<file path="config.mk">
export PLATFORM = sky130hd
export DESIGN_NAME = issue_stage
export DESIGN_NICKNAME = d
export VERILOG_FILES = /design/src/issue_pkg.sv /design/src/issue_decoder.sv /design/src/rename_map.sv /design/src/free_list.sv /design/src/issue_pipe_reg.sv /design/src/issue_stage.sv
export VERILOG_INCLUDE_DIRS = /design/src /design/src/src
export SDC_FILE = /design/constraint.sdc
export NUM_CORES = 2
export LEC_CHECK = 0
export BUFFER_PORTS_ARGS = -buffer_cell sky130_fd_sc_hd__buf_2
export CAP_MARGIN = 10
export CORE_MARGIN = 4
export CORE_UTILIZATION = 56
export CTS_CLUSTER_SIZE = 30
export DETAILED_ROUTE_END_ITERATION = 7
export HOLD_SLACK_MARGIN = 0.15
export PLACE_DENSITY = 0.84
export SYNTH_ARGS = -nofsm -noshare
export SYNTH_HDL_FRONTEND = slang
export SYNTH_HIERARCHICAL = 1
export SYNTH_SLANG_ARGS = --single-unit
</file>
<file path="constraint.sdc">
create_clock -name clk -period 6.3 [get_ports clk]
set_input_delay 0.63 -clock clk [delete_from_list [all_inputs] [get_ports clk]]
set_output_delay 0.63 -clock clk [all_outputs]
set_load 0.02 [all_outputs]
</file>
<file path="src/issue_macros.svh">
`ifndef ISSUE_MACROS_SVH
`define ISSUE_MACROS_SVH

// ========================================
// Issue stage widths and counts
// ========================================

// Slots renamed per cycle
`define ISSUE_WIDTH 3

// Architectural register file
`define ARCH_REGS   32
`define ARCH_ADDR_W 5

// Physical register file
`define PHYS_REGS   64
`define PHYS_ADDR_W 6

// Instruction word and pc
`define XLEN 32

`endif

</file>
<file path="src/issue_pkg.sv">
`include "issue_macros.svh"

package issue_pkg;

    // RV32I major opcodes
    typedef enum logic [6:0] {
        OP     = 7'b0110011,
        OP_IMM = 7'b0010011,
        LOAD   = 7'b0000011,
        STORE  = 7'b0100011,
        BRANCH = 7'b1100011,
        JAL    = 7'b1101111,
        JALR   = 7'b1100111,
        LUI    = 7'b0110111,
        AUIPC  = 7'b0010111,
        SYSTEM = 7'b1110011
    } opcode_e;

    // One instruction word seen as register format or as store/branch format
    typedef union packed {
        struct packed {
            logic [6:0]              funct7;
            logic [`ARCH_ADDR_W-1:0] rs2;
            logic [`ARCH_ADDR_W-1:0] rs1;
            logic [2:0]              funct3;
            logic [`ARCH_ADDR_W-1:0] rd;
            logic [6:0]              opcode;
        } r;
        struct packed {
            logic [6:0]              imm_hi;
            logic [`ARCH_ADDR_W-1:0] rs2;
            logic [`ARCH_ADDR_W-1:0] rs1;
            logic [2:0]              funct3;
            logic [4:0]              imm_lo;
            logic [6:0]              opcode;
        } s;
    } instr_word_u;

    // Incoming fetch slot
    typedef struct packed {
        instr_word_u      instr;
        logic [`XLEN-1:0] pc;
    } fetch_slot_t;

    // Decoder result per lane
    typedef struct packed {
        logic [`ARCH_ADDR_W-1:0] rs1;
        logic [`ARCH_ADDR_W-1:0] rs2;
        logic [`ARCH_ADDR_W-1:0] rd;
        logic                    rd_we;
        opcode_e                 opcode;
    } dec_fields_t;

    // Renamed micro-op towards dispatch
    typedef struct packed {
        logic [`XLEN-1:0]        pc;
        logic [`PHYS_ADDR_W-1:0] rs1_phys;
        logic [`PHYS_ADDR_W-1:0] rs2_phys;
        logic [`PHYS_ADDR_W-1:0] rd_phys;
        logic [`ARCH_ADDR_W-1:0] rd_arch;
        logic                    rd_we;
        opcode_e                 opcode;
    } issue_uop_t;

endpackage

</file>
<file path="src/issue_decoder.sv">
`timescale 1ns/1ps

module issue_decoder (
    input  issue_pkg::fetch_slot_t slot_i,
    output issue_pkg::dec_fields_t fields_o
);
    import issue_pkg::*;

    instr_word_u instr;
    opcode_e     opcode;
    logic [4:0]  src1;
    logic [4:0]  src2;
    logic        uses_rs1;
    logic        writes_rd;

    assign instr  = slot_i.instr;
    assign opcode = opcode_e'(instr.r.opcode);

    // Register usage by major opcode
    always_comb begin
        uses_rs1  = 1'b1;
        writes_rd = 1'b0;
        src2      = '0;
        case (opcode)
            OP: begin
                writes_rd = 1'b1;
                src2      = instr.r.rs2;
            end
            OP_IMM, LOAD, JALR: begin
                writes_rd = 1'b1;
            end
            LUI, AUIPC, JAL: begin
                // Upper immediate and jump formats carry no rs1
                uses_rs1  = 1'b0;
                writes_rd = 1'b1;
            end
            STORE, BRANCH: begin
                // Bits [11:7] hold immediate here, not rd
                src2 = instr.s.rs2;
            end
            default: begin
                // SYSTEM and unknown opcodes write nothing
                writes_rd = 1'b0;
            end
        endcase
    end

    assign src1 = uses_rs1 ? instr.r.rs1 : 5'd0;

    // x0 as destination never allocates
    assign fields_o = '{
        rs1:    src1,
        rs2:    src2,
        rd:     instr.r.rd,
        rd_we:  writes_rd && (instr.r.rd != 5'd0),
        opcode: opcode
    };

endmodule

</file>
<file path="src/rename_map.sv">
`timescale 1ns/1ps
`include "issue_macros.svh"

module rename_map (
    input  logic                        clk,
    input  logic                        reset,
    input  issue_pkg::dec_fields_t      fields_i   [`ISSUE_WIDTH],
    input  logic [`ISSUE_WIDTH-1:0]     accept_i,
    input  logic [`PHYS_ADDR_W-1:0]     heads_i    [`ISSUE_WIDTH],
    output logic [`PHYS_ADDR_W-1:0]     rs1_phys_o [`ISSUE_WIDTH],
    output logic [`PHYS_ADDR_W-1:0]     rs2_phys_o [`ISSUE_WIDTH],
    output logic [`PHYS_ADDR_W-1:0]     rd_phys_o  [`ISSUE_WIDTH],
    output logic [1:0]                  pop_count_o
);
    localparam int unsigned PW = `PHYS_ADDR_W;

    // Alias table, one physical tag per architectural register
    logic [PW-1:0]           map [`ARCH_REGS];
    logic [`ISSUE_WIDTH-1:0] alloc;
    logic [1:0]              pops;

    // ========================================
    // Destination allocation
    // ========================================

    // Only accepted lanes with a real destination take a free register
    always_comb begin
        for (int k = 0; k < `ISSUE_WIDTH; k++) begin
            alloc[k] = accept_i[k] && fields_i[k].rd_we;
        end
    end

    // Writing lanes take heads in lane order, skipping lanes that allocate nothing
    always_comb begin
        pops = 2'd0;
        for (int k = 0; k < `ISSUE_WIDTH; k++) begin
            rd_phys_o[k] = '0;
            if (alloc[k]) begin
                rd_phys_o[k] = heads_i[pops];
                pops         = pops + 2'd1;
            end
        end
    end

    assign pop_count_o = pops;

    // ========================================
    // Source lookup with group bypass
    // ========================================

    // Start from the table, then let each earlier writer override
    // Ascending j leaves the newest earlier writer in place
    always_comb begin
        for (int k = 0; k < `ISSUE_WIDTH; k++) begin
            rs1_phys_o[k] = map[fields_i[k].rs1];
            rs2_phys_o[k] = map[fields_i[k].rs2];
            for (int j = 0; j < k; j++) begin
                if (alloc[j] && (fields_i[j].rd == fields_i[k].rs1)) begin
                    rs1_phys_o[k] = rd_phys_o[j];
                end
                if (alloc[j] && (fields_i[j].rd == fields_i[k].rs2)) begin
                    rs2_phys_o[k] = rd_phys_o[j];
                end
            end
        end
    end

    // ========================================
    // Table update
    // ========================================

    // Identity mapping out of reset
    // A later lane writing the same rd wins by statement order
    always_ff @(posedge clk or negedge reset) begin
        if (!reset) begin
            for (int i = 0; i < `ARCH_REGS; i++) begin
                map[i] <= PW'(i);
            end
        end else begin
            for (int k = 0; k < `ISSUE_WIDTH; k++) begin
                if (alloc[k]) begin
                    map[fields_i[k].rd] <= rd_phys_o[k];
                end
            end
        end
    end

endmodule

</file>
<file path="src/free_list.sv">
`timescale 1ns/1ps
`include "issue_macros.svh"

module free_list (
    input  logic                        clk,
    input  logic                        reset,
    input  logic [1:0]                  pop_count_i,
    input  logic [`ISSUE_WIDTH-1:0]     commit_valid_i,
    input  logic [`PHYS_ADDR_W-1:0]     commit_addr_i [`ISSUE_WIDTH],
    output logic [`PHYS_ADDR_W-1:0]     heads_o       [`ISSUE_WIDTH],
    output logic                        free_ok_o
);
    localparam int unsigned PW        = `PHYS_ADDR_W;
    localparam int unsigned CW        = `PHYS_ADDR_W + 1;
    localparam int unsigned INIT_FREE = `PHYS_REGS - `ARCH_REGS;

    // Ring of free tags, pointers wrap naturally at 64
    logic [PW-1:0] fifo [`PHYS_REGS];
    logic [PW-1:0] head;
    logic [PW-1:0] tail;
    logic [CW-1:0] count;
    logic [PW-1:0] push_ptr [`ISSUE_WIDTH];
    logic [1:0]    push_count;

    // Next three free tags in FIFO order
    for (genvar k = 0; k < `ISSUE_WIDTH; k++) begin : g_head
        assign heads_o[k] = fifo[head + PW'(k)];
    end

    // Enough room for a full group of writers
    assign free_ok_o = (count >= CW'(`ISSUE_WIDTH));

    // Commits pack behind the tail in lane order
    always_comb begin
        push_count = 2'd0;
        for (int k = 0; k < `ISSUE_WIDTH; k++) begin
            push_ptr[k] = tail + PW'(push_count);
            push_count  = push_count + 2'(commit_valid_i[k]);
        end
    end

    // ========================================
    // Storage and pointers
    // ========================================

    // Tags 32..63 start free, 0..31 back the identity map
    always_ff @(posedge clk or negedge reset) begin
        if (!reset) begin
            for (int i = 0; i < `PHYS_REGS; i++) begin
                fifo[i] <= (i < INIT_FREE) ? PW'(i + `ARCH_REGS) : '0;
            end
            head  <= '0;
            tail  <= PW'(INIT_FREE);
            count <= CW'(INIT_FREE);
        end else begin
            for (int k = 0; k < `ISSUE_WIDTH; k++) begin
                if (commit_valid_i[k]) begin
                    fifo[push_ptr[k]] <= commit_addr_i[k];
                end
            end
            head  <= head + PW'(pop_count_i);
            tail  <= tail + PW'(push_count);
            // Pops and pushes of the same cycle net out
            count <= count + CW'(push_count) - CW'(pop_count_i);
        end
    end

endmodule

</file>
<file path="src/issue_pipe_reg.sv">
`timescale 1ns/1ps
`include "issue_macros.svh"

module issue_pipe_reg (
    input  logic                        clk,
    input  logic                        reset,
    input  logic [`ISSUE_WIDTH-1:0]     decode_valid_i,
    input  logic [`ISSUE_WIDTH-1:0]     dispatch_ready_i,
    input  logic                        free_ok_i,
    input  logic                        flush_i,
    input  logic                        bubble_i,
    input  issue_pkg::issue_uop_t       uop_i [`ISSUE_WIDTH],
    output logic [`ISSUE_WIDTH-1:0]     accept_o,
    output logic [`ISSUE_WIDTH-1:0]     decode_ready_o,
    output logic [`ISSUE_WIDTH-1:0]     dispatch_valid_o,
    output issue_pkg::issue_uop_t       uop_o [`ISSUE_WIDTH]
);
    logic kill;

    // ========================================
    // Handshake
    // ========================================

    assign kill = flush_i | bubble_i;

    // A lane is ready when dispatch takes it and a full group can allocate
    assign decode_ready_o = dispatch_ready_i & {`ISSUE_WIDTH{free_ok_i}};

    // Flush and bubble squash the whole group
    assign accept_o = decode_valid_i & decode_ready_o & {`ISSUE_WIDTH{~kill}};

    // ========================================
    // Output registers
    // ========================================

    // Valid follows acceptance by one cycle
    // Stall, flush, bubble and empty slots all leave it low
    always_ff @(posedge clk or negedge reset) begin
        if (!reset) begin
            dispatch_valid_o <= '0;
        end else begin
            dispatch_valid_o <= accept_o;
        end
    end

    // Payload per lane, held until the lane accepts again
    for (genvar k = 0; k < `ISSUE_WIDTH; k++) begin : g_lane
        always_ff @(posedge clk) begin
            if (accept_o[k]) begin
                uop_o[k] <= uop_i[k];
            end
        end
    end

endmodule

</file>
<file path="src/issue_stage.sv">
`timescale 1ns/1ps
`include "issue_macros.svh"

module issue_stage (
    input  logic                        clk,
    input  logic                        reset,
    input  issue_pkg::fetch_slot_t      slots_i [`ISSUE_WIDTH],
    input  logic [`ISSUE_WIDTH-1:0]     decode_valid_i,
    output logic [`ISSUE_WIDTH-1:0]     decode_ready_o,
    input  logic [`ISSUE_WIDTH-1:0]     dispatch_ready_i,
    input  logic                        flush_i,
    input  logic                        bubble_i,
    input  logic [`ISSUE_WIDTH-1:0]     commit_valid_i,
    input  logic [`PHYS_ADDR_W-1:0]     commit_addr_i [`ISSUE_WIDTH],
    output logic [`ISSUE_WIDTH-1:0]     dispatch_valid_o,
    output issue_pkg::issue_uop_t       uop_o [`ISSUE_WIDTH]
);
    import issue_pkg::*;

    dec_fields_t             fields   [`ISSUE_WIDTH];
    issue_uop_t              uop_d    [`ISSUE_WIDTH];
    logic [`PHYS_ADDR_W-1:0] rs1_phys [`ISSUE_WIDTH];
    logic [`PHYS_ADDR_W-1:0] rs2_phys [`ISSUE_WIDTH];
    logic [`PHYS_ADDR_W-1:0] rd_phys  [`ISSUE_WIDTH];
    logic [`PHYS_ADDR_W-1:0] heads    [`ISSUE_WIDTH];
    logic [`ISSUE_WIDTH-1:0] accept;
    logic [1:0]              pop_count;
    logic                    free_ok;

    // ========================================
    // Decode and uop assembly per lane
    // ========================================

    for (genvar k = 0; k < `ISSUE_WIDTH; k++) begin : g_lane
        issue_decoder u_dec (
            .slot_i   (slots_i[k]),
            .fields_o (fields[k])
        );

        assign uop_d[k] = '{
            pc:       slots_i[k].pc,
            rs1_phys: rs1_phys[k],
            rs2_phys: rs2_phys[k],
            rd_phys:  rd_phys[k],
            rd_arch:  fields[k].rd,
            rd_we:    fields[k].rd_we,
            opcode:   fields[k].opcode
        };
    end

    // ========================================
    // Rename state
    // ========================================

    rename_map u_map (
        .clk         (clk),
        .reset       (reset),
        .fields_i    (fields),
        .accept_i    (accept),
        .heads_i     (heads),
        .rs1_phys_o  (rs1_phys),
        .rs2_phys_o  (rs2_phys),
        .rd_phys_o   (rd_phys),
        .pop_count_o (pop_count)
    );

    free_list u_free (
        .clk            (clk),
        .reset          (reset),
        .pop_count_i    (pop_count),
        .commit_valid_i (commit_valid_i),
        .commit_addr_i  (commit_addr_i),
        .heads_o        (heads),
        .free_ok_o      (free_ok)
    );

    // Acceptance and dispatch registers
    issue_pipe_reg u_pipe (
        .clk              (clk),
        .reset            (reset),
        .decode_valid_i   (decode_valid_i),
        .dispatch_ready_i (dispatch_ready_i),
        .free_ok_i        (free_ok),
        .flush_i          (flush_i),
        .bubble_i         (bubble_i),
        .uop_i            (uop_d),
        .accept_o         (accept),
        .decode_ready_o   (decode_ready_o),
        .dispatch_valid_o (dispatch_valid_o),
        .uop_o            (uop_o)
    );

endmodule

</file>
==> reports/qor.csv <==
stage,metric,value,unit
yosys,synth_nets,5567,
sta,max_freq,0.188,GHz
sta,min_period,5.31,ns
pwr,irDropWorstVdd,0.423,mV
floorplan,start_util,56.4,%
cts,h-tree-depth,3,
yosys,synth.distinct_cells,98,
pwr,intPower,16.2,mW
floorplan,die-width,347,µm
setup_path,cpLargestDelayFamily,multiplexers,
setup_path,crit_chain,ha_4 > mux4_2 > mux4_2 > o2111ai_1 > nand2_1 > nand3_1 > and2_1 > nand2b_1 > inv_2 > nor2_1 > a21oi_1 > mux2_1,
yosys,yosysWarningCount,6,
route,drt_wl_total,256,mm
route,drt_first_pass_iters,8,
sta,setup_tns,0,ns
run,cap_violations,1,
setup_path,r2r_cells,12,
setup_path,crit_type,reg2reg,
setup_path,critical_path.startpoint_type,flip-flop,
grt,grt_max_degree,136,
grt,antenna_found_initial,8,
pwr,pwr-share-comb,49.6,%
setup_path,cp_common_cell,mux4_2,
setup_path,arrival,5.90,ns
place,io_buffers,387,
setup_path,worstReg2RegEnd,u_map/map[170],
sta,slew_violations,1,
yosys,synth_area,64500,µm²
yosys,synth.top_cells.by_area,"mux4_2, mux2_2, dfrtp_1, edfxtp_1, dfstp_2",
setup_path,endpoint_kind,flip-flop,
cts,root_buffer,clkbuf_16,
outcome,failed_checks,"design-rule violations, max-capacitance violations, max-slew violations",
route,vias,54498,
layout,final_cell_mix,"mux2_2, mux4_2, dfrtp_1, mux2i_1, buf_2",
yosys,async_flop_share,76.0,%
sta,relSlewSlack,-0.348,%
floorplan,die_area,121000,µm²
sta,setup_ws,0.994,ns
grt,grt-ovfl-total,0,
sta,final_hold_viol_count,0,
sta,holdWs,0.184,ns
floorplan,ios,418,
cts,cts_sinks,787,
layout,fin_nets,5757,
grt,grt_pass1_wl,369,mm
sta,tightest_slew,1.50,ns
floorplan,die_h,347,µm
route,route.detailed.drc,10,
setup_path,slowest_stage,dfrtp_4,
cts,cts_made_buffers,91,
layout,area_delta_synth_final,10.7,%
setup_path,regToRegSetupSlack,0.99,ns
hold_path,holdPathStages,1,
sta,period_share,84.2,%
cts,cts_tree,yes,
setup_path,crit_buf_inv,1,
hold_path,worstHoldPathType,in2reg,
yosys,synth_edf_count,189,
place,placedCellCount,6818,
sta,finalSetupViolCount,0,
place,dp_hpwl,175,mm
cts,clkLatencyLatePin,0.71,ns
pwr,power.share.switching,40.6,%
outcome,status,"finished, violations left",
cts,cts.path.max_buffers,3,
setup_path,max_stage_delay,0.78,ns
sta,fin_skew,0.0423,ns
setup_path,timing.rr.start,u_free/head[1],
hold_path,hold_path_startpoint,slots_i[161],
layout,drive_gt1_share,48.3,%
cts,clkTransAtPathRegs,0.06,ns
yosys,ys_ff_latch,787,
pwr,power_density,381,nW/µm²
route,antenna_left,0,
yosys,synthFlopType,dfrtp_1,
pwr,seqPwrFrac,30.7,%
pwr,p_sw,11.0,mW
pwr,p_leak,28.9,nW
hold_path,holdPathEnd,u_pipe/uop_o[127],
route,wl_per_cell,36.0,µm
yosys,synth_seq_area_share,32.4,%
floorplan,fp.coreArea,114000,µm²
grt,grt_pass1_vias,52925,
setup_path,required,6.89,ns
setup_path,crit_fanout,46,
yosys,synth_cells,5312,
yosys,synth_top_area_share,21.2,%
pwr,power.share.clock,19.8,%
floorplan,rows,124,
cts,cts_resized,0,
route,routed_via_density,7.68,
yosys,post-synth-top-area-cell,mux4_2,
place,place_congestion,1.07,
layout,layout_commonest_cell,mux2_2,
sta,rsz0062_at_grt,no,
place,dp_slack,1.23,ns
route,drtIter0Drc,9120,
layout,instances_no_fill,7100,
grt,grt_use_total,41.2,%
yosys,synth_area_per_cell,12.1,µm²
per-layer routing:
layer / up-vias / wire length [µm] / track usage, %
met4: 6 / 21900 / 25.9
met3: 1367 / 40600 / 16.8
li1: 20944 / - / -
met2: 5259 / 109000 / 60.9
met1: 26922 / 84000 / 50.1
met5: - / 124 / 0.432
power by group through the flow:
stage | registers [mW] | clock network [mW] | logic (mW)
4_1_cts | 8.22 | 5.41 | 12.9
6_report | 8.36 | 5.38 | 13.5
2_1_floorplan | 7.57 | 0 | 9.38
5_1_grt | 8.43 | 5.62 | 13.9
3_5_place_dp | 8.30 | 0 | 12.7
3_3_place_gp | 8.15 | 0 | 12.3
how the worst max path moves through the flow:
stage	startpoint	endpoint	slack, ns	cells past startpoint
6_report	u_free/head[1]	u_map/map[170]	0.99	12
5_1_grt	u_free/count[3]	u_free/count[6]	0.78	23
4_1_cts	u_free/count[3]	u_free/count[6]	1.18	23
3_5_place_dp	u_free/count[3]	u_free/count[6]	1.23	23
3_3_place_gp	u_free/count[4]	u_free/count[6]	1.30	25
2_1_floorplan	u_free/count[3]	u_free/count[6]	0.14	24
worst register-to-register path: cells and delay by family, from the launching register on:
family	cells	cell delay, ns
multiplexers	3	1.42
flip-flops	1	0.78
buffers and inverters	1	0.51
adder cells (fa/ha/maj)	1	0.69
AO/OA/AOI/OAI	2	0.43
AND/OR/NAND/NOR	5	1.37
synth_stat cells, drive strengths merged, types with 7 or more instances:
master,count
o2111ai,14
ha,27
nor2b,42
a21oi,155
a22oi,13
nand2,363
mux2,1169
a211oi,55
nand4b,11
nand3b,16
mux2i,384
xor2,34
inv,45
mux4,607
nor3,60
edfxtp,189
a2111oi,13
a21o,47
dfrtp,404
nor2,332
nand2b,20
nor3b,11
nand3,119
a221oi,11
a21bo,9
and3,21
nand4,18
o21ai,132
clkbuf,281
a31oi,10
or3b,8
or3,19
o211ai,7
o22ai,52
nor4,18
buf,238
xnor2,33
and4,7
dfstp,194
and2,37
flip-flops by register name, indices dropped and copies added (netlist names):
name                     cells
u_free/count                 7
u_free/fifo                384
u_free/head                  6
u_free/tail                  6
u_map/map                  192
u_pipe/dispatch_valid_o      3
u_pipe/uop_o               189
cell type report:
class	count	area, µm²
Antenna cell	8	20.0
Clock buffer	123	2530
Clock inverter	48	450
Fill cell	8600	42900
Inverter	45	169
Multi-Input combinational cell	3961	41400
Sequential cell	787	20900
Tap cell	1512	1890
Timing Repair Buffer	616	4060
timing repair:
item / CTS / global route
endpoints found under the hold margin: 138 / 0
hold buffers: 99 / 0
buffers inserted: 0 / 0
kinds of logic (layout without fill, tap and decap cells):
| kind of cell | count (synthesis) | after routing | synth area share [%] |
|---|---|---|---|
| simple gates | 1122 | 1122 | 8.53 |
| compound gates | 580 | 580 | 5.96 |
| buf+inv | 564 | 832 | 3.97 |
| mux | 2160 | 2160 | 47.6 |
| flops | 787 | 787 | 32.4 |
| xor+xnor | 67 | 67 | 0.921 |
| other cells | 0 | 8 | 0 |
| fa+ha+maj | 32 | 32 | 0.679 |
stage by stage:
stage / area (µm²) / total power, mW / utilization, %
floorplan: 64500 / 17.0 / -
global placement: 67400 / 20.5 / 58.9
detailed placement: 67400 / 21.0 / 58.9
CTS: 71400 / 26.5 / 62.4
global route: 71400 / 27.9 / 62.4
finish: 71400 / 27.2 / 62.4
Power figures use the tool's default switching activity.
